### src/common/dbg_pkg.sv
`default_nettype none

package dbg_pkg;

    // probe geometry
    localparam int PORT_WIDTH   = 32;                    // test port and buffer word width
    localparam int SAMPLE_DEPTH = 1024;                  // samples taken per capture
    localparam int ADDR_W       = $clog2(SAMPLE_DEPTH);  // buffer address width
    localparam int CNT_W        = 10;                    // read count width, 1..1023 words

    // capture controller states
    typedef enum logic {
        CAP_IDLE,   // waiting for a trigger edge
        CAP_FILL    // writing the sample buffer
    } cap_state_t;

    // readout sequencer states
    typedef enum logic [1:0] {
        RD_IDLE,    // no burst in progress
        RD_PREP,    // first address on the RAM
        RD_STREAM   // remaining addresses of the burst
    } rd_state_t;

endpackage

`default_nettype wire

### src/cmd_latch.sv
`default_nettype none

module cmd_latch
    import dbg_pkg::*;
(
    input  wire              txclk,
    input  wire              rstn,
    input  wire              porten,      // host command strobe
    input  wire [ADDR_W-1:0] addr,
    input  wire [CNT_W-1:0]  rdnum,
    input  wire              busy,        // from readout_seq
    output logic             start,
    output logic [ADDR_W-1:0] start_addr,
    output logic [CNT_W-1:0]  burst_len
);

    logic accept;

    // commands arriving during a burst or asking for zero words are dropped
    assign accept = porten && !busy && (rdnum != '0);

    always_ff @(posedge txclk or negedge rstn) begin
        if (!rstn) begin
            start <= 1'b0;
        end else begin
            start <= accept;  // one cycle pulse
        end
    end

    // window of the buffer to be read
    always_ff @(posedge txclk) begin
        if (accept) begin
            start_addr <= addr;
            burst_len  <= rdnum;
        end
    end

    // sequencer must hold off new commands once a burst is launched
    a_start_not_busy : assert property (
        @(posedge txclk) disable iff (!rstn)
        start |=> busy
    );

endmodule

`default_nettype wire

### config.mk
export PLATFORM = sky130hd
export DESIGN_NAME = cmd_latch
export DESIGN_NICKNAME = d
export VERILOG_FILES = /design/src/common/dbg_pkg.sv /design/src/cmd_latch.sv
export SDC_FILE = /design/constraint.sdc
export NUM_CORES = 1
export LEC_CHECK = 0
export ABC_AREA = 1
export CORE_MARGIN = 2
export CORE_UTILIZATION = 45
export CTS_CLUSTER_SIZE = 12
export DETAILED_ROUTE_END_ITERATION = 12
export DONT_BUFFER_PORTS = 1
export PLACE_DENSITY_LB_ADDON = 0.25
export SETUP_SLACK_MARGIN = 0.2
export SLEW_MARGIN = 20
export SYNTH_ARGS = -nofsm -noshare
export SYNTH_HDL_FRONTEND = slang
export SYNTH_SLANG_ARGS = --single-unit
### constraint.sdc
create_clock -name txclk -period 0.8 [get_ports txclk]
set_input_delay 0 -clock txclk [delete_from_list [all_inputs] [get_ports txclk]]
set_output_delay 0 -clock txclk [all_outputs]
set_load 0.01 [all_outputs]
Word level (Yosys, flattened, before mapping)
Cells that the tools add are included.

operators by class
  reductions and logical operators = 4

operators with widths
  operator             number
  10-bit nonzero test  1
  1-bit logical AND    2
  1-bit zero test      1

storage, ports and cells
  bits in registers = 21
  input port bits = 24
  output and inout bits = 21
  word-level logic and storage cells = 7

Longest topological paths before layout
Gate-level depths: netlist of run 1.

  depth in word-level cells = 3
  mapped depth = 4
  depth with buffers taken out = 4

Worst setup path before layout of run 1
No wires, ideal clock.

  path type = input port to flip-flop
  start = input port rdnum[7]
  end = register burst_len[0], enable pin
  setup time = 398 ps
  arrival time = 1,021 ps
  required time = 402 ps
  path slack = -620 ps
  cell stages on the path = 4
  path buffers = 0
  path through = nor2_1 nand3_1 nor2_1 nor2_1

between the ends
  cells in the longest elaborated chain, start to end = 2

ends and longest elaborated chain
  element                 RTL line         text
  start: declaration      cmd_latch.sv:10  input wire [CNT_W-1:0] rdnum,
  10-bit nonzero test     cmd_latch.sv:20  assign accept = porten && !busy && (rdnum != '0);
  1-bit logical AND       cmd_latch.sv:20
  named net accept        cmd_latch.sv:17  logic accept;
  end signal: assignment  cmd_latch.sv:34  burst_len <= rdnum;
  end: declaration        cmd_latch.sv:14  output logic [CNT_W-1:0] burst_len

The timed path passes the listed nets, and every way through them passes these cells.
A chain may end at the register's enable or synchronous reset.

Worst setup path after layout of run 1
  start = register burst_len[7]
  end = output port burst_len[7]

No word-level cell between the ends.

==> insert_results.sql, run 1 <==
INSERT INTO impl_metrics (metric_group, metric, value, unit) VALUES
('global_routing', 'pin_count_of_the_biggest_net_entering_global_routing', '22', ''),
('placed_design', 'gp_congestion', '0.682', ''),
('clocking', 'cts.root.buffer_cell', 'sky130_fd_sc_hd__clkbuf_4', ''),
('global_routing', 'globalRouteTotalUtil', '15.4', '%'),
('layout', 'mostFrequentLayoutCells', 'sky130_fd_sc_hd__dlygate4sd3_1, sky130_fd_sc_hd__edfxtp_1, sky130_fd_sc_hd__nor2_4, sky130_fd_sc_hd__clkbuf_4', ''),
('timing', 'finalCritPeriodShare', '92.9', '%'),
('layout', 'area_growth_syn_to_layout', '47.6', '%'),
('global_routing', 'grt_overflow', '0', ''),
('clocking', 'cts_tree', 'done', ''),
('floorplanning', 'design.portCount', '45', ''),
('layout', 'sequential_cell_area', '626', 'um^2'),
('detailed_routing', 'drc', '0', ''),
('power_and_ir_drop', 'cellPowerDensity', '1990', 'mW/mm^2'),
('detailed_routing', 'dr.first_iter.drc_count', '5', ''),
('floorplanning', 'die_y', '42.5', 'um'),
('flow_run', 'max_cap_check_violation_count', '0', ''),
('power_and_ir_drop', 'combPwrFrac', '6.9', '%'),
('timing', 'timing.slew.headroom', '90.2', '%'),
('global_routing', 'grt_first_pass_wirelength', '1920', 'um'),
('yosys', 'netlist-cell-type-count', '6', ''),
('placed_design', 'placed_cells', '48', ''),
('clocking', 'cts.sink_count', '21', ''),
('timing', 'setup_total_negative_slack', '0', 'ns'),
('power_and_ir_drop', 'p_sw', '0.390', 'mW'),
('yosys', 'syn_inst_count', '32', ''),
('power_and_ir_drop', 'vdd_ir_drop_max', '1000', 'uV'),
('setup_path', 'worst-setup-path-type', 'flop to output port', ''),
('layout', 'fill_cells', '89', ''),
('floorplanning', 'die-area', '0.00181', 'mm^2'),
('global_routing', 'grt_antenna_before_repair', '0', ''),
('layout', 'nNetsFinal', '84', ''),
('yosys', 'synth-seq-cells', '21', ''),
('timing', 'final.hold.worst_slack', '0.0253', 'ns'),
('detailed_routing', 'route.vias.total', '368', ''),
('clocking', 'cts-root-to-sink-buffers', '2', ''),
('clocking', 'number_of_buffers_created_by_cts', '3', ''),
('setup_path', 'arrival', '0.74', 'ns'),
('detailed_routing', 'routed_wirelength', '1260', 'um'),
('timing', 'max_clock_freq', '1350', 'MHz'),
('global_routing', 'grt_pass1_vias', '410', ''),
('timing', 'period_needed', '0.743', 'ns'),
('placed_design', 'port-buffer-count', '0', ''),
('yosys', 'syn-cell-area', '668', 'um^2'),
('timing', 'setup_viol', '0', ''),
('yosys', 'ys.warnings.count', '0', ''),
('clocking', 'htree_levels', '1', ''),
('clocking', 'path_clk_slew', '0.11', 'ns'),
('timing', 'timing_worst_slew_pin_value', '0.147', 'ns'),
('detailed_routing', 'first_pass_iteration_count_of_the_detailed_router', '3', ''),
('yosys', 'mappedNetlistNets', '56', ''),
('timing', 'timing_max_transition_violations_final', '0', ''),
('power_and_ir_drop', 'clock_power_share', '24.3', '%'),
('power_and_ir_drop', 'power.sequential.fraction', '68.8', '%'),
('status', 'run_status', 'complete, no violations', ''),
('layout', 'finalCoreUtilization', '73.0', '%'),
('layout', 'mostFrequentLayoutCell', 'sky130_fd_sc_hd__dlygate4sd3_1', ''),
('clocking', 'cts.repair.resized', '0', ''),
('timing', 'report.final.hold_viol_count', '0', ''),
('power_and_ir_drop', 'static-leakage-power', '0.340', 'nW'),
('floorplanning', 'die_w', '42.5', 'um'),
('yosys', 'syn_area_per_cell', '20.9', 'um^2'),
('floorplanning', 'start_util', '49.5', '%'),
('floorplanning', 'floorplan.rows', '13', ''),
('power_and_ir_drop', 'power_switching_share', '19.9', '%'),
('setup_path', 'worstSetupEndpointType', 'output port', ''),
('layout', 'ant_diodes', '0', ''),
('floorplanning', 'coreArea', '0.00135', 'mm^2'),
('detailed_routing', 'average_wire_per_cell_in_the_routed_design', '17.0', 'um'),
('timing', 'grt_setup_unrepaired', 'true', ''),
('detailed_routing', 'final_antenna_net_count', '0', ''),
('layout', 'final-instance-count-excl-fill', '74', ''),
('layout', 'multi_input_comb_area', '71.3', 'um^2'),
('setup_path', 'start_kind', 'flop', ''),
('layout', 'layout-drive-gt1-share', '16.9', '%'),
('yosys', 'synth-seq-area-share', '93.6', '%'),
('detailed_routing', 'post_drt_via_cell_ratio', '4.97', ''),
('setup_path', 'cp.required', '0.80', 'ns'),
('min_path', 'min-delay-path-class', 'input pin to flop', ''),
('power_and_ir_drop', 'power_report.internal_total', '1.57', 'mW'),
('setup_path', 'timing.critical_path.fanout_max', '1', '');
[power groups by stage]
stage | Clock (mW) | Combinational, mW | Sequential, mW
after CTS | 0.494 | 0.134 | 1.35
after floorplan | 0 | 0.0317 | 1.37
after global placement | 0 | 0.0468 | 1.37
after detailed placement | 0 | 0.0487 | 1.38
after global routing | 0.565 | 0.147 | 1.36
final | 0.477 | 0.136 | 1.35
[per-layer routing]
metal / GRT usage [%] / share of wire (%) / vias to the layer above
li1: - / - / 171
met1: 15.0 / 35 / 168
met2: 27.7 / 56 / 27
met3: 4.74 / 7.9 / 2
met4: 9.38 / 0.96 / 0
met5: 0 / 0 / -
[area by class of cell]
class	count	share of cell area (%)
clock buffer	4	2.66
inverter	1	0.381
multi-input combinational	10	7.23
sequential	21	63.5
tap	15	1.90
timing repair buffer	23	24.4
[through the flow]
| stage | power, mW | setup WS (ns) | cell area (um^2) |
|---|---|---|---|
| 2_1_floorplan | 1.40 | -0.0519 | 701 |
| 4_1_cts | 1.98 | 0.0449 | 986 |
| 3_3_place_gp | 1.42 | 0.0148 | 739 |
| 5_1_grt | 2.07 | 0.00185 | 986 |
| 6_report | 1.96 | 0.0567 | 986 |
| 3_5_place_dp | 1.43 | -0.0206 | 739 |
[cells in the mapped netlist]
library cell / instances / area, um^2
sky130_fd_sc_hd__nand2_1: 2 / 7.51
sky130_fd_sc_hd__dfrtp_1: 1 / 25.0
sky130_fd_sc_hd__inv_1: 1 / 3.75
sky130_fd_sc_hd__edfxtp_1: 20 / 601
sky130_fd_sc_hd__nor2_1: 7 / 26.3
sky130_fd_sc_hd__nand3_1: 1 / 5.00
[registers in the layout, summed over array words and instances (netlist names)]
signal and cells:
start_addr 10, start 1, burst_len 10
[worst paths after layout]
kind                              start           end  slack (ns)  depth (start not counted)
min                              porten         start        0.03                          3
min in group asynchronous          rstn         start        0.44                          2
max                        burst_len[7]  burst_len[7]        0.06                          0
max in group asynchronous          rstn         start        0.26                          2
[cell families (layout without fill, tap and decap cells)]
kind of cell	count (synthesis)	count (layout)	share of synthesized area, %
DFF	21	21	93.6
and+or+nand+nor	10	10	5.81
buffers and inverters	1	28	0.561
[timing repair]
item / in CTS / in global routing
endpoints found under the setup margin: 21 / 21
hold buffers: 22 / 0
buffers inserted: 0 / 0
gates cloned: 0 / 0
endpoints found under the hold margin: 21 / 0
Note: power is estimated with default switching activity, not from simulation.
==> run 2, diff against run 1 <==
- CTS_BUF_LIST: unset -> sky130_fd_sc_hd__clkbuf_8
==> run 2 against run 1 <==
Compared with the run above: non-clock buffer count is 1 lower; cell count down 1.4%; combinational power fell by 3%; largest cell class unchanged; sequential power is essentially flat; clock power is 36% higher; die area stayed put; the run now ends with hold timing left; worst setup slack improved by 0.052 ns; routed wire length rose by 2.1%; largest power group unchanged; fmax grew 7.5%.
==> insert_results.sql, run 2 (same netlist as run 1, synthesis figures left out) <==
INSERT INTO impl_metrics (metric_group, metric, value, unit) VALUES
('status', 'run_status', 'complete, but fails checks', ''),
('status', 'failed_checks', 'hold timing', ''),
('clocking', 'cts-root-to-sink-buffers', '2', ''),
('power_and_ir_drop', 'cellPowerDensity', '2130', 'mW/mm^2'),
('timing', 'finalWorstSetupSlack', '0.109', 'ns'),
('detailed_routing', 'first_pass_iteration_count_of_the_detailed_router', '3', ''),
('floorplanning', 'die_w', '42.5', 'um'),
('power_and_ir_drop', 'power_switching_share', '19.4', '%'),
('timing', 'timing.slew.headroom', '90.7', '%'),
('clocking', 'cts_tree', 'done', ''),
('setup_path', 'timing.critical_path.fanout_max', '1', ''),
('detailed_routing', 'average_wire_per_cell_in_the_routed_design', '17.6', 'um'),
('floorplanning', 'coreArea', '0.00135', 'mm^2'),
('setup_path', 'cp.required', '0.80', 'ns'),
('global_routing', 'grt_pass1_vias', '410', ''),
('floorplanning', 'floorplan.rows', '13', ''),
('layout', 'post-route-cell-area', '1000', 'um^2'),
('detailed_routing', 'route.vias.total', '369', ''),
('global_routing', 'grt_overflow', '0', ''),
('setup_path', 'arrival', '0.69', 'ns'),
('global_routing', 'grt_first_pass_wirelength', '1940', 'um'),
('timing', 'finalCritPeriodShare', '86.4', '%'),
('detailed_routing', 'drc', '0', ''),
('global_routing', 'grt_antenna_before_repair', '0', ''),
('clocking', 'cts.sink_count', '21', ''),
('global_routing', 'globalRouteTotalUtil', '15.5', '%'),
('power_and_ir_drop', 'combPwrFrac', '6.2', '%'),
('setup_path', 'critical_path.startpoint', 'burst_len[2]', ''),
('setup_path', 'worst-setup-path-type', 'flop to output port', ''),
('clocking', 'htree_levels', '1', ''),
('timing', 'report.final.hold_viol_count', '1', ''),
('floorplanning', 'die-area', '0.00181', 'mm^2'),
('clocking', 'cts-hold-fix-buffers', '22', ''),
('placed_design', 'gp_congestion', '0.682', ''),
('layout', 'final-instance-count-excl-fill', '73', ''),
('floorplanning', 'die_y', '42.5', 'um'),
('layout', 'largest_registers', 'burst_len x10, start_addr x10, start x1', ''),
('power_and_ir_drop', 'power.total', '2.13', 'mW'),
('detailed_routing', 'routed_wirelength', '1280', 'um'),
('timing', 'period_needed', '0.691', 'ns'),
('placed_design', 'port-buffer-count', '0', ''),
('layout', 'mostFrequentLayoutCell', 'sky130_fd_sc_hd__dlygate4sd3_1', ''),
('power_and_ir_drop', 'power_report.internal_total', '1.72', 'mW'),
('power_and_ir_drop', 'power.sequential.fraction', '63.4', '%'),
('layout', 'area_growth_syn_to_layout', '49.6', '%'),
('timing', 'max_clock_freq', '1450', 'MHz'),
('setup_path', 'worstSetupEndpointType', 'output port', ''),
('layout', 'nNetsFinal', '83', ''),
('timing', 'final.hold.worst_slack', '-0.0529', 'ns'),
('power_and_ir_drop', 'p_sw', '0.414', 'mW'),
('layout', 'mostFrequentLayoutCells', 'sky130_fd_sc_hd__dlygate4sd3_1, sky130_fd_sc_hd__edfxtp_1, sky130_fd_sc_hd__nor2_4', ''),
('floorplanning', 'design.portCount', '45', ''),
('layout', 'multi_input_comb_area', '76.3', 'um^2'),
('timing', 'timing_max_transition_violations_final', '0', ''),
('flow_run', 'max_cap_check_violation_count', '0', ''),
('layout', 'layout-drive-gt1-share', '17.2', '%'),
('layout', 'fill_cells', '82', ''),
('clocking', 'cts.repair_timing.setup_buffer_count', '0', ''),
('clocking', 'path_clk_slew', '0.07', 'ns'),
('min_path', 'min-delay-path-class', 'input pin to asynchronous set/reset pin', ''),
('power_and_ir_drop', 'static-leakage-power', '0.348', 'nW'),
('setup_path', 'start_kind', 'flop', ''),
('layout', 'ant_diodes', '0', ''),
('clocking', 'cts.root.buffer_cell', 'sky130_fd_sc_hd__clkbuf_8', ''),
('layout', 'sequential_cell_area', '626', 'um^2'),
('placed_design', 'pre_cts_ws', '-0.0206', 'ns'),
('global_routing', 'pin_count_of_the_biggest_net_entering_global_routing', '22', ''),
('clocking', 'number_of_buffers_created_by_cts', '3', ''),
('timing', 'timing_worst_slew_pin_value', '0.139', 'ns'),
('placed_design', 'placed_cells', '48', ''),
('power_and_ir_drop', 'vdd_ir_drop_max', '1170', 'uV'),
('timing', 'setup_viol', '0', ''),
('floorplanning', 'start_util', '49.5', '%'),
('detailed_routing', 'dr.first_iter.drc_count', '12', ''),
('timing', 'grt_setup_unrepaired', 'true', ''),
('detailed_routing', 'final_antenna_net_count', '0', ''),
('power_and_ir_drop', 'clock_power_share', '30.4', '%'),
('placed_design', 'detailed_place.area', '739', 'um^2'),
('detailed_routing', 'post_drt_via_cell_ratio', '5.05', '');
## run 2: changes by cell type in the layout (fill, tap and decap cells not counted)
cell	change
sky130_fd_sc_hd__nor2_4	+1
sky130_fd_sc_hd__inv_1	+1
sky130_fd_sc_hd__nor2_2	-1
sky130_fd_sc_hd__clkbuf_8	+3
sky130_fd_sc_hd__clkbuf_1	-1
sky130_fd_sc_hd__clkbuf_4	-3
sky130_fd_sc_hd__dlygate4sd3_1	-1
## run 2: routing by layer
metal | up-vias | part of all wire (%) | GRT usage [%] | wire (um)
met5 | - | 0 | 0 | 0
met4 | 0 | 1.7 | 9.38 | 22
met3 | 4 | 8.3 | 4.74 | 107
met2 | 29 | 57 | 27.7 | 727
met1 | 168 | 33 | 15.3 | 426
li1 | 168 | - | - | -
## run 2: stage by stage
stage               utilization [%]  setup TNS [ns]
finish                         74.1               0
global route                   74.1               0
detailed placement             54.8          -0.409
global placement               54.8               0
CTS                            74.4               0
floorplan                         -           -1.04
## run 2: path summary, 6_finish.rpt
path / endpoint / cells after the start / slack, ns
min in group txclk: start / 3 / 0.07
setup / recovery: burst_len[2] / 0 / 0.11
max in group asynchronous: start / 1 / 0.75
hold / removal: start / 1 / -0.05
## run 2: layout make-up
class                      count  area share [%]
clock buffer                   3            4.13
clock inverter                 1           0.375
inverter                       1           0.375
multi-input combinational     10            7.63
sequential                    21            62.6
tap                           15            1.88
timing repair buffer          22            23.0
## run 2: repair_timing
item,4_1_cts,5_1_grt
resized for setup,0,1
endpoints found under the setup margin,21,32
hold endpoints to repair,21,1
## run 2: power by group through the flow
stage	Clock [mW]	Combinational [mW]	Sequential, mW
after floorplan	0	0.0317	1.37
after global placement	0	0.0468	1.37
after detailed placement	0	0.0487	1.38
after CTS	0.657	0.134	1.35
after global routing	0.733	0.145	1.36
final	0.648	0.132	1.35
