**config.mk**
```make
export PLATFORM = sky130hd
export DESIGN_NAME = capture_ctrl
export DESIGN_NICKNAME = d
export VERILOG_FILES = /design/src/common/dbg_pkg.sv /design/src/capture/capture_ctrl.sv
export SDC_FILE = /design/constraint.sdc
export NUM_CORES = 1
export LEC_CHECK = 0
export BUFFER_PORTS_ARGS = -buffer_cell sky130_fd_sc_hd__buf_4
export CAP_MARGIN = 25
export CORE_UTILIZATION = 39
export DETAILED_ROUTE_END_ITERATION = 16
export GPL_TIMING_DRIVEN = 1
export PLACE_DENSITY = 0.74
export SYNTH_ARGS = -nofsm -noshare
export SYNTH_HDL_FRONTEND = slang
export SYNTH_SLANG_ARGS = --single-unit
```
**constraint.sdc**
```tcl
create_clock -name txclk -period 1.55 [get_ports txclk]
set_clock_uncertainty 0.2 [all_clocks]
set_input_delay 0.31 -clock txclk [delete_from_list [all_inputs] [get_ports txclk]]
set_output_delay 0.31 -clock txclk [all_outputs]
set_load 0.03 [all_outputs]
```
**src/common/dbg_pkg.sv**
```systemverilog
`default_nettype none

package dbg_pkg;

    // probe geometry
    localparam int PORT_WIDTH   = 32;                    // test port and buffer word width
    localparam int SAMPLE_DEPTH = 1024;                  // samples taken per capture
    localparam int ADDR_W       = $clog2(SAMPLE_DEPTH);  // buffer address width
    localparam int CNT_W        = 10;                    // read count width, 1..1023 words

    // capture controller states
    typedef enum logic {
        CAP_IDLE,   // waiting for a trigger edge
        CAP_FILL    // writing the sample buffer
    } cap_state_t;

    // readout sequencer states
    typedef enum logic [1:0] {
        RD_IDLE,    // no burst in progress
        RD_PREP,    // first address on the RAM
        RD_STREAM   // remaining addresses of the burst
    } rd_state_t;

endpackage

`default_nettype wire

```
**src/capture/capture_ctrl.sv**
```systemverilog
`default_nettype none

module capture_ctrl
    import dbg_pkg::*;
(
    input  wire                   txclk,
    input  wire                   rstn,
    input  wire                   trigger,    // only the rising edge matters
    input  wire [PORT_WIDTH-1:0]  testport,
    output logic                  wr_en,
    output logic [ADDR_W-1:0]     wr_addr,
    output logic [PORT_WIDTH-1:0] wr_data,
    output logic                  trigdone
);

    cap_state_t        state;
    logic              trig_d;
    logic              trig_rise;
    logic [ADDR_W-1:0] fill_cnt;

    assign trig_rise = trigger && !trig_d;

    // edge detect and fill sequencing
    always_ff @(posedge txclk or negedge rstn) begin
        if (!rstn) begin
            trig_d   <= 1'b0;
            state    <= CAP_IDLE;
            fill_cnt <= '0;
        end else begin
            trig_d <= trigger;
            case (state)
                CAP_IDLE: begin
                    fill_cnt <= '0;
                    if (trig_rise) begin
                        state <= CAP_FILL;
                    end
                end
                CAP_FILL: begin
                    // edges seen here are ignored
                    fill_cnt <= fill_cnt + 1'b1;
                    if (fill_cnt == ADDR_W'(SAMPLE_DEPTH - 1)) begin
                        state <= CAP_IDLE;
                    end
                end
                default: state <= CAP_IDLE;
            endcase
        end
    end

    // write port of the buffer, one cycle behind the fill counter
    always_ff @(posedge txclk or negedge rstn) begin
        if (!rstn) begin
            wr_en    <= 1'b0;
            wr_addr  <= '0;
            trigdone <= 1'b0;
        end else begin
            wr_en    <= (state == CAP_FILL);
            wr_addr  <= fill_cnt;
            // pulse as the last word lands in the RAM
            trigdone <= wr_en && (wr_addr == ADDR_W'(SAMPLE_DEPTH - 1));
        end
    end

    always_ff @(posedge txclk) begin
        wr_data <= testport;  // sample of this edge
    end

    a_trigdone_pulse : assert property (
        @(posedge txclk) disable iff (!rstn)
        trigdone |=> !trigdone
    );

    // only the last buffer word may still be written once idle
    a_no_write_idle : assert property (
        @(posedge txclk) disable iff (!rstn)
        (state == CAP_IDLE) && wr_en |-> (wr_addr == ADDR_W'(SAMPLE_DEPTH - 1))
    );

endmodule

`default_nettype wire

```
Word-level counts from Yosys, hierarchy flattened
Index checks and enable logic that the tools add are counted.

Flip-flop bits (word level): 56. Output and inout bits: 44. Word-level logic and storage cells: 18.

$add $sub $neg: 1. Equal/unequal tests: 2. Mux-type cells: 4. Bitwise gates (word level): 1. Reductions and logical operators: 3.

Operator list (count): equality test 10 bit, second input constant (2); one-hot mux 10 bit (2 select lines) (1); adder 10 x 1 -> 10 bit, second input constant (1); logical AND 1 bit (2); 2-to-1 mux 1 bit (2); one-hot mux 1 bit (2 select lines) (1); logical NOT 1 bit (1); NOT 1 bit (1).

Depth between registers and ports, before layout
Gate-level depths: netlist (run 1).

Depth after elaboration: 4. Depth in mapped cells: 4. Mapped depth without buffers: 4.

Worst setup path before layout (run 1)
No wires, ideal clock.

Path type: reg2reg. Start point: reg fill_cnt[0]. End point: reg fill_cnt[8]. Library setup time: 78 ps. Arrival time: 1250 ps. Data required time: 1272 ps. Slack: 22 ps. Cell stages (with the launch flop): 5. Clock period less this slack: 1528 ps. Path through: dfrtp_1 > ha_1 > nand4_1 > or3_1 > a21oi_1.

Word-level cells in the longest chain between the ends: 2.

Ends and longest elaborated chain: start: declaration (line capture_ctrl.sv:19) `logic [ADDR_W-1:0] fill_cnt;`; start signal: assignment (line capture_ctrl.sv:40) `fill_cnt <= fill_cnt + 1'b1;`; adder 10 x 1 -> 10 bit (line capture_ctrl.sv:40); one-hot mux 10 bit (2 select lines) (line capture_ctrl.sv:31) `case (state)`.

No other way between the ends.

Final worst setup path (run 1)
Start point: reg fill_cnt[0]. End point: reg fill_cnt[6].

Same word-level chain as after synthesis.

==> results of run 1 <==
worst max-delay path, stage by stage, from the launching register on:
cell,delay (ps)
dfrtp_1,410
ha_2,210
nand4_1,190
or3_4,430
a21oi_2,120
cell usage in the layout (no fill, tap or decap), types with 3 or more instances in the layout:
cell,Yosys,routed
buf_4,0,91
nand2_1,4,4
clkbuf_8,0,5
nand3_1,7,7
dlygate4sd3_1,0,34
o21ai_0,4,4
a21oi_1,5,3
nor2_1,4,4
nand4_1,3,3
dfrtp_1,24,24
dfxtp_1,32,32
what timing repair did:
item / CTS / global route
pin swaps: 4 / 5
endpoints found under the setup margin: 3 / 4
endpoints found under the hold margin: 57 / 0
resized for setup: 2 / 3
hold buffers: 34 / 0
setup buffers: 2 / 5
metrics by stage:
stage                     util (%)  hold slack (ps)
after detailed placement     59.64            16.74
after CTS                    72.32            231.2
final                        73.68            226.5
after floorplan                  -           -185.6
after global routing         73.68            253.1
after global placement       59.64            11.52
report_power, final:
group          total, mW  switching, mW  internal (mW)
combinational      0.309          0.146          0.162
sequential          1.51         0.0148           1.49
clock              0.846          0.431          0.415
sequential cells by signal, summed over array words and instances (netlist names):
register  count
wr_data      32
fill_cnt     10
wr_addr      10
state         1
trig_d        1
trigdone      1
wr_en         1
final cells by class:
cell class	count	area share (%)
flip-flops and latches	56	46.01
repair buffers	125	37.94
multi-input cells	42	9.740
clock buffers	7	3.618
well taps	48	2.226
inverters	2	0.2783
clock inverters	1	0.1855
path summary, 6_finish.rpt:
kind                            slack, ps        start  depth (start not counted)     endpoint
worst max-delay path                  -80  fill_cnt[0]                          4  fill_cnt[6]
worst min-delay path                  230         rstn                          2   wr_addr[3]
worst max register to register        -80  fill_cnt[0]                          4  fill_cnt[6]
worst min register to register        240       trig_d                          1        state
max in group asynchronous             700         rstn                          2  fill_cnt[8]
min in group txclk                    240       trig_d                          1        state
layer usage:
metal	vias to the layer above	part of all wire [%]	GRT usage, %
met5	-	0	0
met4	0	0.38	5.114
met3	2	7.1	6.071
met2	67	57	39.89
met1	611	36	23.18
li1	603	-	-
cell families (layout without fill, tap and decap cells):
logic type      count (synthesis)  in the layout  share of synthesized area (%)
flops                          56             56                          82.94
buf+inv                         3            135                         0.7525
compound gates                 11             11                          3.930
xor+xnor                        3              3                          1.756
fa+ha+maj                       1              1                         0.8360
simple gates                   27             27                          9.783
==> results by group, run 1 <==
Finish
  – Multi-input gate area: 262.8 um2
  – Layout cell share with drive strength beyond 1: between 40% and 50%
  – Fillers: 230
  – FF+latch area: approximately 0.0012 mm2
  – Fin nets: approximately 270
  – Final instance area: ~0.0027 mm2
  – ANT cells: 0
  – Area grow syn2layout: 80.27%
  – Finished Layout Cells: 281

Pwr
  – Power, Total: about 2.7 mW
  – Static Leak: around 1.3 nW
  – Cell Pwr Density: 987.0 mW/mm2
  – Peak supply drop: around 880 uV

STA
  – Fin crit share: 105.4%
  – Worst slew pin tran: 399.6 ps
  – Final setup fails: 3
  – Unrepaired setup endpoints after global routing: true
  – Slack of the critical path: -84.05 ps
  – Slew Limit Fails: 0
  – Fin. Hold Viols: 0
  – Fmax: 612.0 MHz
  – Fin crit period: 1634 ps
  – Max_slew headroom: 73.33%
  – Setup TNS: -135.8 ps

Run status
  – Violated checks: setup timing
  – Status: complete, but fails checks

Logic synthesis
  – Synth top area cells: dfxtp_1 (43%), dfrtp_1 (40%), nand3_1 (2.3%)
  – Dominant synthesized flop cell: dfxtp_1
  – Top-count cell post-synth: dfxtp_1
  – Cells after synthesis: ~100
  – Synthesized flop and latch total: between 50 and 60
  – Synth top cells by count: dfxtp_1 (32), dfrtp_1 (24), nand3_1 (7), a21oi_1 (5)
  – Ys async rst share: between 40% and 50%
  – Post-synth cell types: 21
  – Number of synthesized flops with an enable pin: 0
  – Sequential area share after synthesis: 82.94%
  – Synth Net Count: 137
  – Avg Cell Area, Syn: ~15 um2
  – YS warnings: 0
  – Netlist Area Pre-Place: about 0.0015 mm2
  – Synth top area share: a little over two fifths
  – Cell taking the most area after synthesis: dfxtp_1

Clocking
  – TritonCTS Sinks: 56
  – Clk_lat worst skew: about 300 ps
  – Htree depth: 2
  – Clock buffer count from CTS: 5
  – CTS root buffer: clkbuf_8
  – CTS tree: done
  – Clock transition at the registers of the reported paths: roughly 90 ps
  – Maximum clock insertion buffer count: 2

Critical path
  – Critical Path RT: between 1500 and 2000 ps
  – Crit end category: flip-flop
  – CP Launch Type: flip-flop
  – Crit-path max FO: 5
  – WS Path Type: reg2reg
  – CP arrival: about 1700 ps

Global route
  – GRT Total Usage: about a fifth
  – Initial antenna violation count: 0
  – Gr ovfl total: 0
  – First-pass GRT wire length: ~6400 um
  – Largest net degree at the start of global routing: 25
  – Vias in the first global route: about 1.4k

Routing
  – DR vias/cell: 4.566
  – Initial DRC count: 45
  – Routed Wire Length: about 4200 um
  – DRC violations left: 0
  – DR WL/cell: 14.90 um
  – DRT antenna net count: 0
  – Number of iterations in the first detailed-routing pass: 4
  – Vias: ~1.3k

Place
  – Final GP Congestion: between 0.8 and 0.9
  – Placed Instances: ~230
  – DP HPWL: 2337 um
  – Setup WS pre-CTS: -46.21 ps
  – # port buffers: ~80
  – Area after DPL: 0.002183 mm2

Floorplanning
  – I/O pin cnt: just under 80
  – Placeable core region: around 0.0037 mm2
  – Die area: about 0.0041 mm2
  – FP Rows: 22
  – Die height: between 60 and 70 um
  – Die width: ~64 um
  – Initial core utilization: between 40% and 50%

Hold path
  – Worst hold path type: in2async

Flow run
  – MaxCap Viol Count: 0
Note: power is estimated with default switching activity, not from simulation.
==> inputs of run 2 (changes only) <==
- CORE_ASPECT_RATIO: default -> 1.2
- GPL_TIMING_DRIVEN: 1 -> 0
- REMOVE_ABC_BUFFERS: default -> 1
==> results by group, run 2 (synthesis gave the netlist of run 1 again) <==
STA
  – Setup TNS: -13.35 ps
  – Unrepaired setup endpoints after global routing: true
  – Fmax: about 640 MHz
  – Fin. Hold Viols: 0
  – Max_slew headroom: 76.48%
  – Fin crit period: ~1600 ps
  – Slack of the critical path: -13.35 ps
  – Slew Limit Fails: 0
  – Worst slew pin tran: approximately 350 ps
  – Fin crit share: 100.9%
  – Final setup fails: 1

Global route
  – GRT Total Usage: between 20% and 30%
  – Largest net degree at the start of global routing: 25
  – Initial antenna violation count: 0
  – Vias in the first global route: between 1k and 1.5k
  – Gr ovfl total: 0
  – First-pass GRT wire length: between 6000 and 7000 um

Pwr
  – Seq pwr share: between 50% and 60%
  – Part of the power in combinational logic: 11.9%
  – P_int: slightly below 2 mW
  – Static Leak: about 1.3 nW
  – Cell Pwr Density: about 1000 mW/mm2
  – Net switching power: approximately 640 uW
  – Peak supply drop: approximately 840 uV
  – Sw frac: 24.45%
  – Power, Total: between 2 and 3 mW
  – Clock share of power: 30.7%

Routing
  – Initial DRC count: 36
  – DRT antenna net count: 0
  – DR WL/cell: about 15 um
  – Vias: 1271
  – DR vias/cell: approximately 4.6
  – Routed Wire Length: ~4200 um
  – Number of iterations in the first detailed-routing pass: 4
  – DRC violations left: 0

Critical path
  – WS Path Type: reg2reg
  – CP arrival: 1600 ps
  – Worst r2r src: fill_cnt[1]
  – R2R depth: 4
  – Critical Path RT: around 1600 ps
  – Crit end category: flip-flop
  – CP Launch Type: flip-flop
  – R2R setup slack: -10 ps
  – Crit-path max FO: 4
  – Reg-to-Reg End: fill_cnt[8]

Finish
  – Area grow syn2layout: 79.26%
  – FF+latch area: between 0.001 and 0.0015 mm2
  – Layout cell share with drive strength beyond 1: between 40% and 50%
  – Biggest register: wr_data
  – Final Util: 73.22%
  – ANT cells: 0
  – Fin nets: around 260
  – Commonest non-fill, non-tap cell in the layout: buf_4
  – Max reg flops: 32
  – Fillers: approximately 230
  – Most frequent cells in the layout: buf_4 (82), dlygate4sd3_1 (34), dfxtp_1 (32), dfrtp_1 (18), nand3_1 (7)
  – Multi-input gate area: between 200 and 300 um2
  – Largest registers: wr_data x32, fill_cnt x10, wr_addr x10

Place
  – Final GP Congestion: 0.8046
  – Setup WS pre-CTS: -157.4 ps
  – DP HPWL: between 2000 and 2500 um
  – # port buffers: slightly below 80

Clocking
  – TritonCTS Sinks: 56
  – Maximum clock insertion buffer count: 2
  – CTS root buffer: clkbuf_8
  – Clk_lat worst skew: ~320 ps
  – Htree depth: 2
  – Clock buffer count from CTS: 5
  – CTS tree: done
  – Clock transition at the registers of the reported paths: approximately 100 ps

Flow run
  – MaxCap Viol Count: 0

Floorplanning
  – Die area: approximately 0.0041 mm2
  – Die height: roughly 70 um
  – FP Rows: 24
  – Initial core utilization: between 40 and 50%
  – I/O pin cnt: 79
  – Die width: 58.55 um
  – Placeable core region: 0.003664 mm2

Run status
  – Violated checks: setup timing
  – Status: complete, but fails checks

Hold path
  – Worst hold path type: in2async
-- run 2: cell count changes in the layout (fill, tap and decap cells not counted), moves of 2 or more --
cell     previous run  this run
buf_4              91        82
dfrtp_1            24        18
dfrtp_2             0         6
inv_6               0         2
-- run 2: worst max-delay path: stages (launching register included) --
cell     delay [ps]
dfrtp_2         430
ha_4            160
nand4_1         170
or3_1           370
a21oi_1         160
-- run 2: final cells by class --
cell class | instances | share of cell area (%)
tap | 52 | 2.425
sequential | 56 | 46.55
clock buffer | 6 | 2.705
clock inverter | 2 | 0.6530
inverter | 2 | 0.2799
multi-input combinational | 42 | 10.59
timing repair buffer | 118 | 36.80
-- run 2: how the worst max path moves through the flow --
stage | start | end | slack, ps
finish | fill_cnt[1] | fill_cnt[8] | -10
global route | fill_cnt[1] | fill_cnt[8] | -40
CTS | fill_cnt[1] | state | 10
detailed placement | fill_cnt[0] | fill_cnt[8] | -160
global placement | fill_cnt[0] | fill_cnt[8] | -90
floorplan | fill_cnt[0] | fill_cnt[8] | 20
-- run 2: metal layers --
| layer | global-route usage, % | wire length (um) | vias up |
|---|---|---|---|
| met4 | 8.201 | 83 | 0 |
| met1 | 25.77 | 1660 | 598 |
| met5 | 0 | 0 | - |
| li1 | - | - | 587 |
| met2 | 37.93 | 2035 | 78 |
| met3 | 10.00 | 460 | 8 |
-- run 2: power by group through the flow --
| stage | Clock (mW) | Sequential (mW) | Combinational, mW |
|---|---|---|---|
| finish | 0.807 | 1.51 | 0.312 |
| CTS | 0.817 | 1.51 | 0.304 |
| global placement | 0 | 1.54 | 0.234 |
| floorplan | 0 | 1.63 | 0.000000319 |
| detailed placement | 0 | 1.54 | 0.237 |
| global route | 0.877 | 1.51 | 0.327 |
-- run 2: repair_timing --
| action | 4_1_cts | 5_1_grt |
|---|---|---|
| setup buffers | 5 | 1 |
| endpoints found under the hold margin | 57 | 0 |
| pin swaps | 3 | 3 |
| hold buffers | 34 | 0 |
| gates resized for setup | 9 | 5 |
| setup endpoints to repair | 5 | 5 |
-- run 2: stage by stage --
step | hold slack [ps] | instances | instance area, um2
4_1_cts | 220.3 | 277 | 2664
6_report | 217.7 | 278 | 2683
3_3_place_gp | 9.612 | 230 | 2143
3_5_place_dp | 19.81 | 230 | 2143
2_1_floorplan | -185.6 | 100 | 1493
5_1_grt | 247.1 | 278 | 2683
==> inputs of run 3 (changes only) <==
- REMOVE_ABC_BUFFERS: 1 -> default
==> results by group, run 3 (synthesis gave the netlist of run 1 again) <==
Run status
  – Status: complete, but fails checks
  – Violated checks: setup timing

Clocking
  – CTS tree: done
  – CTS root buffer: clkbuf_8
  – Clk_lat worst skew: 310 ps
  – Clock buffer count from CTS: 5
  – Clock transition at the registers of the reported paths: 100 ps
  – Htree depth: 2
  – Maximum clock insertion buffer count: 2
  – TritonCTS Sinks: 56

Finish
  – ANT cells: 0
  – Final instance area: 0.002670 mm2
  – Area grow syn2layout: 78.43%
  – Final Util: between 70% and 80%
  – Layout cell share with drive strength beyond 1: roughly 44%
  – Most frequent cells in the layout: buf_4 (81), dlygate4sd3_1 (34), dfxtp_1 (32), dfrtp_1 (20), nand3_1 (7)
  – Finished Layout Cells: between 200 and 300
  – Biggest register: wr_data
  – Commonest non-fill, non-tap cell in the layout: buf_4
  – Max reg flops: 32
  – Largest registers: wr_data x32, fill_cnt x10, wr_addr x10
  – Fin nets: 261
  – Fillers: 232

Place
  – Final GP Congestion: about 0.77
  – DP HPWL: 2239 um
  – # port buffers: between 70 and 80
  – Area after DPL: 0.002147 mm2
  – Setup WS pre-CTS: -154.9 ps
  – Placed Instances: ~230

Floorplanning
  – Placeable core region: 0.003664 mm2
  – Initial core utilization: 40.85%
  – Die width: about 59 um
  – FP Rows: 24
  – Die height: ~70 um
  – I/O pin cnt: 79
  – Die area: 0.004090 mm2

Flow run
  – MaxCap Viol Count: 0

STA
  – Slack of the critical path: -22.28 ps
  – Fin crit period: 1572 ps
  – Final setup fails: 2
  – Fmax: around 640 MHz
  – Hold Slack: 218.0 ps
  – Worst slew pin tran: between 500 and 600 ps
  – Unrepaired setup endpoints after global routing: true
  – Max_slew headroom: 66.60%
  – Slew Limit Fails: 0
  – Fin. Hold Viols: 0
  – Fin crit share: 101.4%

Global route
  – GRT Total Usage: between 20% and 30%
  – Gr ovfl total: 0
  – Largest net degree at the start of global routing: 25
  – First-pass GRT wire length: between 6000 and 7000 um
  – Vias in the first global route: 1327
  – Initial antenna violation count: 0

Routing
  – Vias: between 1k and 1.5k
  – DR vias/cell: ~4.5
  – Number of iterations in the first detailed-routing pass: 4
  – DR WL/cell: between 15 and 20 um
  – DRT antenna net count: 0
  – Initial DRC count: 32
  – Routed Wire Length: ~4200 um
  – DRC violations left: 0

Pwr
  – Static Leak: approximately 1.3 nW
  – Cell Pwr Density: 981.5 mW/mm2
  – Peak supply drop: 773.2 uV
  – Clock share of power: a little under a third
  – Part of the power in combinational logic: a little under an eighth
  – Net switching power: about 640 uW
  – Seq pwr share: 57.7%
  – P_int: approximately 2 mW
  – Sw frac: between 20% and 30%

Critical path
  – Crit end category: flip-flop
  – CP arrival: roughly 1600 ps
  – R2R setup slack: -20 ps
  – Critical Path RT: around 1600 ps
  – CP Launch Type: flip-flop
  – WS Path Type: reg2reg
  – Crit-path max FO: 5

Hold path
  – Worst hold path type: in2async
run 3: changes by cell type in the layout (fill, tap and decap cells not counted):
cell and delta:
dfrtp_1 +2, dfrtp_2 -2, a21oi_1 -1, a21oi_2 +1, buf_4 -1, clkinv_2 +1, clkinv_4 +1, inv_6 -1
nor3_1 +1, nor3_4 -1
run 3: layout make-up:
cell class	instances	area (um2)	area share [%]
clock inverter	3	22.52	0.8435
sequential	56	1246	46.67
inverter	2	7.507	0.2812
clock buffer	5	68.82	2.577
multi-input combinational	42	276.5	10.36
timing repair buffer	117	979.7	36.69
tap	52	65.06	2.437
buffer	1	3.754	0.1406
run 3: worst max-delay path: stages, from the launching register on:
cell and delay (ps):
dfrtp_2 430, ha_4 150, nand4_1 170, or3_1 430, a21oi_2 140
run 3: worst paths after layout:
check / from / endpoint / cells past startpoint
min in group txclk: state / wr_en / 0
worst max register to register: fill_cnt[1] / fill_cnt[6] / 4
worst min-delay path: rstn / trig_d / 2
worst min register to register: state / wr_en / 0
max in group asynchronous: rstn / fill_cnt[2] / 2
worst max-delay path: fill_cnt[1] / fill_cnt[6] / 4
run 3: through the flow:
step | setup TNS, ps | power [mW]
floorplan | 0 | 1.627
global placement | -166.9 | 1.770
detailed placement | -349.5 | 1.774
CTS | 0 | 2.616
global route | -182.5 | 2.715
finish | -24.34 | 2.621
run 3: layer usage:
metal | track usage (%) | share of wire (%) | up-vias
met3 | 8.704 | 8.6 | 7
li1 | - | - | 587
met1 | 25.19 | 40 | 590
met2 | 37.16 | 50 | 71
met4 | 7.143 | 1.6 | 0
met5 | 0 | 0 | -
run 3: power groups by stage:
stage	combinational, mW	sequential (mW)	clock [mW]
floorplan	0.000000320	1.63	0
global placement	0.234	1.54	0
detailed placement	0.237	1.54	0
CTS	0.304	1.51	0.805
global route	0.326	1.51	0.874
finish	0.313	1.51	0.797
run 3: what timing repair did:
item	4_1_cts	5_1_grt
resized for setup	8	3
pin swaps	2	3
endpoints found under the hold margin	57	0
hold buffers	34	0
setup buffers	4	1
endpoints found under the setup margin	5	5
